<file path="src/rob_pkg.sv">
package rob_pkg;

   localparam int unsigned ROB_ENTRIES = 128;
   localparam int unsigned SLOTS = 4;   // dispatch width

   typedef logic [$clog2(ROB_ENTRIES)-1:0] rob_idx_t;   // wraps at 128

   typedef logic [2:0] cnt_t;   // 0 to 4

   // one decoded instruction of 66 bits
   typedef struct packed {
      logic [38:0] payload_hi;   // 65:27
      logic        is_load;      // 26
      logic        is_store;     // 25
      logic [24:0] payload_lo;   // 24:0
   } inst_t;

   typedef struct packed {
      inst_t [SLOTS-1:0] inst;    // slot 0 in low word
      logic  [SLOTS-1:0] valid;   // per-slot valid
   } bundle_t;

   typedef struct packed {
      logic     valid;
      rob_idx_t idx;
   } lsq_slot_t;

   typedef lsq_slot_t [SLOTS-1:0] slot_vec_t;   // position 0 in low byte

endpackage

</file>
<file path="src/dispatch_stage.sv">
`timescale 1ns/1ns

module dispatch_stage (
   input  logic             clk,
   input  logic             arst_n,
   input  rob_pkg::bundle_t bundle,
   input  logic             in_valid,
   output logic             in_ready,
   input  logic             stall,
   output rob_pkg::bundle_t held,
   output logic             held_valid
);

   logic fire;
   logic accept;
   logic out_of_reset;   // keeps in_ready low through reset

   assign fire     = held_valid && !stall;
   assign in_ready = out_of_reset && (!held_valid || fire);
   assign accept   = in_valid && in_ready;

   always_ff @(posedge clk or negedge arst_n) begin
      if (!arst_n) begin
         held_valid   <= 1'b0;
         out_of_reset <= 1'b0;
      end else begin
         out_of_reset <= 1'b1;
         if (accept) begin
            held_valid <= 1'b1;   // replaces a firing bundle too
         end else if (fire) begin
            held_valid <= 1'b0;
         end
      end
   end

   always_ff @(posedge clk) begin
      if (accept) begin
         held <= bundle;
      end
   end

endmodule

</file>
<file path="src/rob_tail_alloc.sv">
`timescale 1ns/1ns

module rob_tail_alloc #(
   parameter int LSQ_DEPTH = 16
) (
   input  logic                       clk,
   input  logic                       arst_n,
   input  rob_pkg::bundle_t           held,
   input  logic                       held_valid,
   input  logic [$clog2(LSQ_DEPTH):0] ld_free,
   input  logic [$clog2(LSQ_DEPTH):0] st_free,
   input  rob_pkg::cnt_t              retire_cnt,
   output rob_pkg::rob_idx_t          tail,
   output logic                       stall
);

   localparam int FW  = $clog2(LSQ_DEPTH) + 1;
   localparam int RFW = $clog2(rob_pkg::ROB_ENTRIES) + 1;

   rob_pkg::cnt_t  ld_cnt;
   rob_pkg::cnt_t  st_cnt;
   logic [RFW-1:0] rob_free;   // 0 to 128
   logic           fire;

   always_comb begin
      ld_cnt = '0;
      st_cnt = '0;
      for (int k = 0; k < rob_pkg::SLOTS; k++) begin
         if (held.valid[k] && held.inst[k].is_load) ld_cnt = ld_cnt + 3'd1;
         if (held.valid[k] && held.inst[k].is_store) st_cnt = st_cnt + 3'd1;
      end
   end

   // every slot reserves an entry, valid or not
   assign stall = !held_valid
                  || (rob_free < RFW'(rob_pkg::SLOTS))
                  || (ld_free < FW'(ld_cnt))
                  || (st_free < FW'(st_cnt));
   assign fire  = !stall;

   always_ff @(posedge clk or negedge arst_n) begin
      if (!arst_n) begin
         tail     <= '0;
         rob_free <= RFW'(rob_pkg::ROB_ENTRIES);
      end else begin
         if (fire) begin
            tail <= tail + rob_pkg::rob_idx_t'(rob_pkg::SLOTS);   // wraps mod 128
         end
         rob_free <= rob_free - (fire ? RFW'(rob_pkg::SLOTS) : '0) + RFW'(retire_cnt);
      end
   end

endmodule

</file>
<file path="src/reorder_unit.sv">
`timescale 1ns/1ns

module reorder_unit (
   input  rob_pkg::bundle_t   held,
   input  rob_pkg::rob_idx_t  tail,
   input  logic               stall,
   output rob_pkg::slot_vec_t ld_slots,
   output rob_pkg::slot_vec_t st_slots
);

   rob_pkg::rob_idx_t slot_idx [rob_pkg::SLOTS];

   always_comb begin
      for (int k = 0; k < rob_pkg::SLOTS; k++) begin
         slot_idx[k] = tail + rob_pkg::rob_idx_t'(k);
      end
   end

   // priority compaction with the lowest slot in position 0
   always_comb begin : compact
      logic [2:0] ld_pos;
      logic [2:0] st_pos;
      ld_pos   = '0;
      st_pos   = '0;
      ld_slots = '0;
      st_slots = '0;
      for (int k = 0; k < rob_pkg::SLOTS; k++) begin
         if (held.valid[k] && held.inst[k].is_load) begin
            ld_slots[ld_pos[1:0]].valid = !stall;
            ld_slots[ld_pos[1:0]].idx   = slot_idx[k];
            ld_pos = ld_pos + 3'd1;
         end
         if (held.valid[k] && held.inst[k].is_store) begin
            st_slots[st_pos[1:0]].valid = !stall;
            st_slots[st_pos[1:0]].idx   = slot_idx[k];
            st_pos = st_pos + 3'd1;
         end
      end
   end

endmodule

</file>
<file path="src/lsq_alloc_queue.sv">
`timescale 1ns/1ns

module lsq_alloc_queue #(
   parameter int LSQ_DEPTH = 16
) (
   input  logic                       clk,
   input  logic                       arst_n,
   input  rob_pkg::slot_vec_t         slots,
   input  logic                       pop,
   output rob_pkg::rob_idx_t          head,
   output logic                       head_valid,
   output logic [$clog2(LSQ_DEPTH):0] free_cnt
);

   localparam int AW = $clog2(LSQ_DEPTH);
   localparam int CW = AW + 1;

   rob_pkg::rob_idx_t mem [LSQ_DEPTH];
   logic [AW-1:0]     wr_ptr;
   logic [AW-1:0]     rd_ptr;
   logic [CW-1:0]     count;
   logic [AW-1:0]     wr_addr [rob_pkg::SLOTS];
   rob_pkg::cnt_t     push_cnt;
   logic              pop_ok;

   // consecutive write addresses for the valid positions
   always_comb begin
      push_cnt = '0;
      for (int j = 0; j < rob_pkg::SLOTS; j++) begin
         wr_addr[j] = wr_ptr + AW'(push_cnt);
         if (slots[j].valid) push_cnt = push_cnt + 3'd1;
      end
   end

   assign head_valid = (count != '0);
   assign head       = mem[rd_ptr];
   assign pop_ok     = pop && head_valid;   // pop on empty is dropped
   assign free_cnt   = CW'(LSQ_DEPTH) - count;

   always_ff @(posedge clk) begin
      for (int j = 0; j < rob_pkg::SLOTS; j++) begin
         if (slots[j].valid) begin
            mem[wr_addr[j]] <= slots[j].idx;
         end
      end
   end

   // upstream stall keeps pushes within the free entries
   always_ff @(posedge clk or negedge arst_n) begin
      if (!arst_n) begin
         wr_ptr <= '0;
         rd_ptr <= '0;
         count  <= '0;
      end else begin
         wr_ptr <= wr_ptr + AW'(push_cnt);
         rd_ptr <= rd_ptr + AW'(pop_ok);
         count  <= count + CW'(push_cnt) - CW'(pop_ok);
      end
   end

endmodule

</file>
<file path="src/rob_dispatch_top.sv">
`timescale 1ns/1ns

module rob_dispatch_top #(
   parameter int LSQ_DEPTH = 16
) (
   input  logic              clk,
   input  logic              arst_n,
   input  rob_pkg::bundle_t  bundle,
   input  logic              in_valid,
   output logic              in_ready,
   input  rob_pkg::cnt_t     retire_cnt,
   output rob_pkg::rob_idx_t ld_idx,
   output logic              ld_valid,
   input  logic              ld_pop,
   output rob_pkg::rob_idx_t st_idx,
   output logic              st_valid,
   input  logic              st_pop
);

   localparam int FW = $clog2(LSQ_DEPTH) + 1;

   rob_pkg::bundle_t   held;
   logic               held_valid;
   logic               stall;
   rob_pkg::rob_idx_t  tail;
   rob_pkg::slot_vec_t ld_slots;
   rob_pkg::slot_vec_t st_slots;
   logic [FW-1:0]      ld_free;
   logic [FW-1:0]      st_free;

   dispatch_stage i_dispatch_stage (
      .clk        (clk),
      .arst_n     (arst_n),
      .bundle     (bundle),
      .in_valid   (in_valid),
      .in_ready   (in_ready),
      .stall      (stall),
      .held       (held),
      .held_valid (held_valid)
   );

   rob_tail_alloc #(.LSQ_DEPTH(LSQ_DEPTH)) i_rob_tail_alloc (
      .clk        (clk),
      .arst_n     (arst_n),
      .held       (held),
      .held_valid (held_valid),
      .ld_free    (ld_free),
      .st_free    (st_free),
      .retire_cnt (retire_cnt),
      .tail       (tail),
      .stall      (stall)
   );

   reorder_unit i_reorder_unit (
      .held     (held),
      .tail     (tail),
      .stall    (stall),
      .ld_slots (ld_slots),
      .st_slots (st_slots)
   );

   lsq_alloc_queue #(.LSQ_DEPTH(LSQ_DEPTH)) i_ld_queue (
      .clk        (clk),
      .arst_n     (arst_n),
      .slots      (ld_slots),
      .pop        (ld_pop),
      .head       (ld_idx),
      .head_valid (ld_valid),
      .free_cnt   (ld_free)
   );

   lsq_alloc_queue #(.LSQ_DEPTH(LSQ_DEPTH)) i_st_queue (
      .clk        (clk),
      .arst_n     (arst_n),
      .slots      (st_slots),
      .pop        (st_pop),
      .head       (st_idx),
      .head_valid (st_valid),
      .free_cnt   (st_free)
   );

endmodule

</file>
<file path="config.mk">
export PLATFORM = sky130hd
export DESIGN_NAME = rob_dispatch_top
export DESIGN_NICKNAME = d
export VERILOG_FILES = /design/src/rob_pkg.sv /design/src/dispatch_stage.sv /design/src/rob_tail_alloc.sv /design/src/reorder_unit.sv /design/src/lsq_alloc_queue.sv /design/src/rob_dispatch_top.sv
export SDC_FILE = /design/constraint.sdc
export NUM_CORES = 1
export LEC_CHECK = 0
export BUFFER_PORTS_ARGS = -buffer_cell sky130_fd_sc_hd__clkbuf_2
export CAP_MARGIN = 20
export CORE_MARGIN = 5
export CORE_UTILIZATION = 50
export DETAILED_ROUTE_END_ITERATION = 6
export HOLD_SLACK_MARGIN = 0.06
export PLACE_DENSITY = 0.73
export SYNTH_ARGS = -nofsm -noshare
export SYNTH_HDL_FRONTEND = slang
export SYNTH_SLANG_ARGS = --single-unit
</file>
<file path="constraint.sdc">
create_clock -name clk -period 17.89 [get_ports clk]
set_input_delay 0.8945 -clock clk [delete_from_list [all_inputs] [get_ports clk]]
set_output_delay 0.8945 -clock clk [all_outputs]
set_load 0.02 [all_outputs]
</file>
==> results of run 1 <==
## report_power, final
group	internal (W)	leakage [nW]	switching (W)
Clock	0.000382	0.480	0.000248
Sequential	0.000891	2.64	0.000179
Combinational	0.000666	4.09	0.00121
Total	0.00194	7.21	0.00163
## worst paths after layout
path / start / end / slack [ns] / cells past startpoint
worst max register to register: i_dispatch_stage.held[0] / i_st_queue.mem[4][5] / 9.99 / 28
max in group asynchronous: arst_n / i_st_queue.rd_ptr[0] / 17.01 / 2
worst min-delay path: arst_n / i_rob_tail_alloc.rob_free[3] / 0.44 / 2
worst max-delay path: i_dispatch_stage.held[0] / i_st_queue.mem[4][5] / 9.99 / 28
min in group clk: i_rob_tail_alloc.rob_free[0] / i_rob_tail_alloc.rob_free[0] / 0.49 / 1
worst min register to register: i_rob_tail_alloc.rob_free[0] / i_rob_tail_alloc.rob_free[0] / 0.49 / 1
## logic make-up after synthesis
logic type / count (synthesis)
adder cells (fa/ha/maj): 89
multiplexers: 107
AO/OA/AOI/OAI: 401
AND/OR/NAND/NOR: 638
flip-flops: 277
buffers and inverters: 160
other: 1
XOR/XNOR: 54
## metrics by stage
stage	total power, W	hold WS, ns	instance area (µm²)
6_report	0.003573	0.4397	19410
5_1_grt	0.003795	0.4864	19410
4_1_cts	0.003546	0.4473	19330
3_5_place_dp	0.002911	0.4762	18330
3_3_place_gp	0.002858	0.4564	18330
2_1_floorplan	0.002384	0.4430	17810
## area by class of cell
class	count	area, µm²	area share [%]
clock buffers	38	789.5	4.067
clock inverters	14	212.7	1.096
inverters	70	265.3	1.366
multi-input cells	1290	9061	46.67
flip-flops and latches	277	8117	41.81
well taps	461	576.8	2.971
repair buffers	64	392.9	2.024
## sequential cells by signal, indices dropped and copies added, names as in the netlist
name	count
i_ld_queue.wr_ptr	4
i_ld_queue.count	5
i_dispatch_stage.held_valid	1
i_dispatch_stage.out_of_reset	1
i_ld_queue.rd_ptr	4
i_st_queue.count	5
i_dispatch_stage.held	12
i_st_queue.mem	112
i_rob_tail_alloc.tail	5
i_ld_queue.mem	112
i_st_queue.rd_ptr	4
i_st_queue.wr_ptr	4
i_rob_tail_alloc.rob_free	8
## layer usage
layer / routed length [µm] / global-route usage (%) / part of all wire (%) / vias to the layer above
li1: - / - / - / 6445
met1: 21480 / 36.15 / 43 / 6791
met2: 22590 / 39.48 / 45 / 688
met3: 4298 / 3.930 / 8.6 / 122
met4: 1436 / 7.118 / 2.9 / 0
met5: 0 / 0 / 0 / -
## cell usage in the layout, fill, tap and decap left out, types with 22 or more instances in the layout
cell type and count:
nand3_1 73, xnor2_1 33, nor2b_1 100, and3_1 24, and2_1 74, ha_1 80
nor3_1 63, nor2_1 90, clkbuf_2 36, a31oi_1 28, inv_1 69, o21ai_1 22
a22oi_1 34, clkbuf_16 29, mux4_2 28, o21ai_0 66, mux2i_1 66, nand2_1 131
edfxtp_1 236, a21oi_1 95, dfrtp_1 38
==> impl_metrics.json, run 1 <==
{
  "status": "finished clean",
  "postCtsSetupRepairBufs": 0,
  "num_antenna_cells": 0,
  "synth_xor_area_share_pct": 2.655,
  "fmax_mhz": 126.6,
  "synth_edf_count": 236,
  "synth-simple-area-share_pct": 18.80,
  "setup_tns_ns": 0,
  "cts_buffer_depth": 3,
  "wl_per_cell_um": 22.50,
  "pin_count": 293,
  "core_um2": 35400,
  "synthFlopType": "edfxtp_1",
  "nFillCells": 3027,
  "cp.arrival_ns": 8.07,
  "crit_path_max_fanout": 54,
  "ys_warn_count": 0,
  "insertion_delay_ns": 0.57,
  "drtAntennaViolNets": 0,
  "synthAdderAreaFrac_pct": 6.631,
  "crit_required_ns": 18.06,
  "drv_slew": 0,
  "cts_resized": 0,
  "postCtsHoldBufs": 0,
  "cts_sinks": 277,
  "grt.overflow.total": 0,
  "root_buffer": "clkbuf_16",
  "yosysUniqueCellTypes": 79,
  "crit_path_frequent_cell": "ha_1",
  "tightest_slew_ns": 1.356,
  "cts_buffers": 28,
  "grt_max_degree": 55,
  "rsz0062_at_grt": "no",
  "grt_pass1_wl_mm": 77.98,
  "cap_viol_max_count": 0,
  "ys_seq_elements": 277,
  "grtUsageTotal_pct": 25.01,
  "drt_iter0_drc": 1484,
  "nNetsFinal": 2096,
  "synth_common_cells": "edfxtp_1, nand2_1, nor2b_1",
  "drive_above_1_share_pct": 9.926,
  "synth-seq-area-share_pct": 45.55,
  "slowest_stage": "nor3_1",
  "dieHeight_um": 198.7,
  "start_kind": "flop",
  "antenna_found_initial": 0,
  "cts_tree": "done",
  "hold_path.class": "input port to async pin",
  "start_util_pct": 50.32,
  "cp_slowest_stage_delay_ns": 0.64,
  "viasPerCell": 6.344,
  "io_buffers": 36,
  "fin_ws_ns": 9.989,
  "syn_avg_cell_area_um2": 10.31,
  "wirelength_mm": 49.81,
  "synthToLayoutAreaGrowth_pct": 8.998,
  "setup_violations": 0,
  "synth-compound-area-share_pct": 14.70,
  "final_cells": 2214,
  "h-tree-depth": 1,
  "yosys.area.top_type": "edfxtp_1",
  "crit_family": "simple AND/OR/NAND/NOR gates",
  "pre_cts_slack_ns": 10.08,
  "place.gp.congestion": 0.9803,
  "crit_type": "flop to flop",
  "power_density_nw_per_um2": 184.0,
  "critPathBufInv": 5,
  "dr.pass1.iters": 7,
  "syn_inst": 1727,
  "synth.area.mux_share_pct": 8.071,
  "yosysMostFrequentCell": "edfxtp_1",
  "synthesis.area_um2": 17810,
  "clk_pin_slew_ns": 0.06,
  "synth_top_area_share_pct": 39.79,
  "crit_path_end_kind": "flop",
  "syn-num-nets": 2092,
  "dr_total_vias": 14050,
  "drc": 0,
  "hold_viol_final": 0,
  "grt_pass1_vias": 13820,
  "dieArea_um2": 39500,
  "fin_util_pct": 54.85,
  "clock-skew-final_ns": 0.02866,
  "max_slew_margin_pct": 9.585,
  "finalCriticalPeriod_ns": 7.901,
  "synth_top_family_by_area": "simple AND/OR/NAND/NOR gates",
  "hpwl_mm": 36.32,
  "rows": 69,
  "async_flop_share_pct": 14.80,
  "chipWidth_um": 198.7,
  "p_leak_nw": 7.207,
  "synth_area_leaders": "edfxtp_1, dfrtp_1, ha_1, mux2i_1, mux4_2",
  "period_share_pct": 44.16,
  "dp_cells": 2152,
  "ir_drop_uv": 103.9
}
No activity file was read; power rests on OpenSTA's default activity.
==> inputs of run 2 (changes only) <==
- PLACE_DENSITY: 0.73 -> 0.76
- clock period: 17.89 -> 6.6 ns (I/O delays scaled with it)
==> impl_metrics.json, run 2 (same netlist as run 1, synthesis figures left out) <==
{
  "dieHeight_um": 198.7,
  "io_buffers": 36,
  "dr_wl_met3_mm": 4.525,
  "final_area_um2": 20280,
  "chipWidth_um": 198.7,
  "synthToLayoutAreaGrowth_pct": 13.88,
  "status": "finished clean",
  "drv_slew": 0,
  "grt.overflow.total": 0,
  "clk_pin_slew_ns": 0.06,
  "num_antenna_cells": 0,
  "dieArea_um2": 39500,
  "drc": 0,
  "antenna_found_initial": 0,
  "crit_type": "flop to flop",
  "cp.arrival_ns": 6.52,
  "max_slew_margin_pct": 24.93,
  "fin_util_pct": 57.31,
  "dr.pass1.iters": 6,
  "cts_sinks": 277,
  "cts_tree": "done",
  "cap_viol_max_count": 0,
  "wl_met1_mm": 21.17,
  "rsz0062_at_grt": "yes",
  "h-tree-depth": 1,
  "dp_cells": 2194,
  "fin_ws_ns": 0.2733,
  "crit_path_max_fanout": 15,
  "root_buffer": "clkbuf_16",
  "drt_iter0_drc": 1817,
  "start_util_pct": 50.32,
  "setup_violations": 0,
  "nNetsFinal": 2156,
  "power_density_nw_per_um2": 489.6,
  "fmax_mhz": 158.1,
  "cp_slowest_stage_delay_ns": 0.67,
  "hold_path.class": "input port to flop",
  "crit_required_ns": 6.79,
  "hold_viol_final": 0,
  "dr_total_vias": 14510,
  "nFillCells": 2938,
  "highest_layer": "met4",
  "place.gp.congestion": 1.050,
  "rows": 69,
  "final_cells": 2275,
  "grt_pass1_vias": 14090,
  "grt_max_degree": 53,
  "p_leak_nw": 7.572,
  "period_share_pct": 95.86,
  "hpwl_mm": 36.32,
  "slowest_stage": "fa_1",
  "crit_path_frequent_cell": "ha_1",
  "insertion_delay_ns": 0.58,
  "wirelength_mm": 50.50,
  "start_kind": "flop",
  "cts_buffers": 29,
  "finalCriticalPeriod_ns": 6.327,
  "pin_count": 293,
  "cts_buffer_depth": 3,
  "critPathBufInv": 4,
  "viasPerCell": 6.378,
  "dpl_cell_area_um2": 18650,
  "core_um2": 35400,
  "drtAntennaViolNets": 0,
  "wl_met2_mm": 22.84,
  "drive_above_1_share_pct": 15.99,
  "mostFrequentLayoutCell": "edfxtp_1",
  "pre_cts_slack_ns": -0.1779,
  "grt_pass1_wl_mm": 78.21,
  "ir_drop_uv": 384.7,
  "grtUsageTotal_pct": 24.96,
  "final_cell_mix": "edfxtp_1, nand2_1, nor2b_1",
  "crit_family": "adder cells",
  "wl_per_cell_um": 22.20,
  "tightest_slew_ns": 1.124,
  "clock-skew-final_ns": 0.02953,
  "crit_path_end_kind": "flop"
}
[run 2: changes by cell type in the layout (fill, tap and decap cells not counted), moves of 5 or more]
cell,previous run,this run
a21oi_1,95,80
a21oi_2,1,13
buf_2,7,0
buf_4,19,67
dlygate4sd3_1,0,15
nor3_1,63,51
nor3_2,2,13
o21ai_1,22,8
o21ai_2,0,14
xnor2_1,33,28
[run 2: stage by stage]
stage / hold slack [ns] / power [W] / setup TNS (ns)
finish: 0.2585 / 0.009932 / 0
global route: 0.2869 / 0.01051 / -2.058
CTS: 0.2331 / 0.009615 / 0
detailed placement: 0.4611 / 0.007975 / -8.755
global placement: 0.4561 / 0.007816 / 0
floorplan: 0.03441 / 0.006463 / 0
[run 2: per-layer routing]
| metal | up-vias | global-route usage (%) |
|---|---|---|
| met1 | 6952 | 35.91 |
| li1 | 6580 | - |
| met4 | 0 | 8.713 |
| met5 | - | 0 |
| met2 | 818 | 39.07 |
| met3 | 160 | 3.608 |
[run 2: worst register-to-register path, stage by stage (launching register included)]
cell	delay, ns
edfxtp_1	0.44
and2_1	0.22
inv_1	0.09
ha_1	0.26
nand3b_1	0.21
nand2_1	0.15
ha_1	0.21
inv_1	0.06
ha_1	0.27
a21oi_1	0.06
ha_1	0.29
o21ai_0	0.09
o311ai_2	0.33
nand2_2	0.14
nor2_4	0.15
inv_4	0.12
a21oi_1	0.22
ha_2	0.36
xnor2_2	0.21
ha_1	0.21
inv_1	0.06
fa_1	0.67
and3_4	0.32
nand3_1	0.15
a21oi_2	0.30
nor2_1	0.13
o21ai_2	0.23
[run 2: area by class of cell]
cell class / count / area (µm²) / area share [%]
clock buffers: 43 / 818.3 / 4.034
clock inverters: 11 / 98.84 / 0.4873
inverters: 70 / 265.3 / 1.308
multi-input cells: 1290 / 9483 / 46.75
flip-flops and latches: 277 / 8117 / 40.01
well taps: 461 / 576.8 / 2.844
repair buffers: 123 / 925.9 / 4.565
[run 2: power by group]
part	leakage (nW)	internal [W]	total (W)	switching, W
combinational	4.48	0.00201	0.00549	0.00349
sequential	2.64	0.00241	0.00286	0.000445
clock	0.449	0.000900	0.00158	0.000679
total	7.57	0.00532	0.00993	0.00461
[run 2: what timing repair did]
| item | in CTS | in global routing |
|---|---|---|
| endpoints found under the hold margin | 54 | 0 |
| buffers inserted | 1 | 3 |
| hold buffers | 15 | 0 |
| pin swaps | 1 | 5 |
| gates resized for setup | 18 | 76 |
| setup endpoints to repair | 156 | 421 |
[run 2: path summary, 6_finish.rpt]
check | start | end | slack, ns | cells after the start
min | retire_cnt[1] | i_rob_tail_alloc.rob_free[1] | 0.26 | 5
max in group asynchronous | arst_n | i_st_queue.rd_ptr[0] | 5.73 | 3
max | i_dispatch_stage.held[0] | i_st_queue.mem[5][4] | 0.27 | 26
min reg2reg | i_rob_tail_alloc.rob_free[0] | i_rob_tail_alloc.rob_free[0] | 0.48 | 1
max reg2reg | i_dispatch_stage.held[0] | i_st_queue.mem[5][4] | 0.27 | 26
min in group asynchronous | arst_n | i_ld_queue.wr_ptr[1] | 0.37 | 3
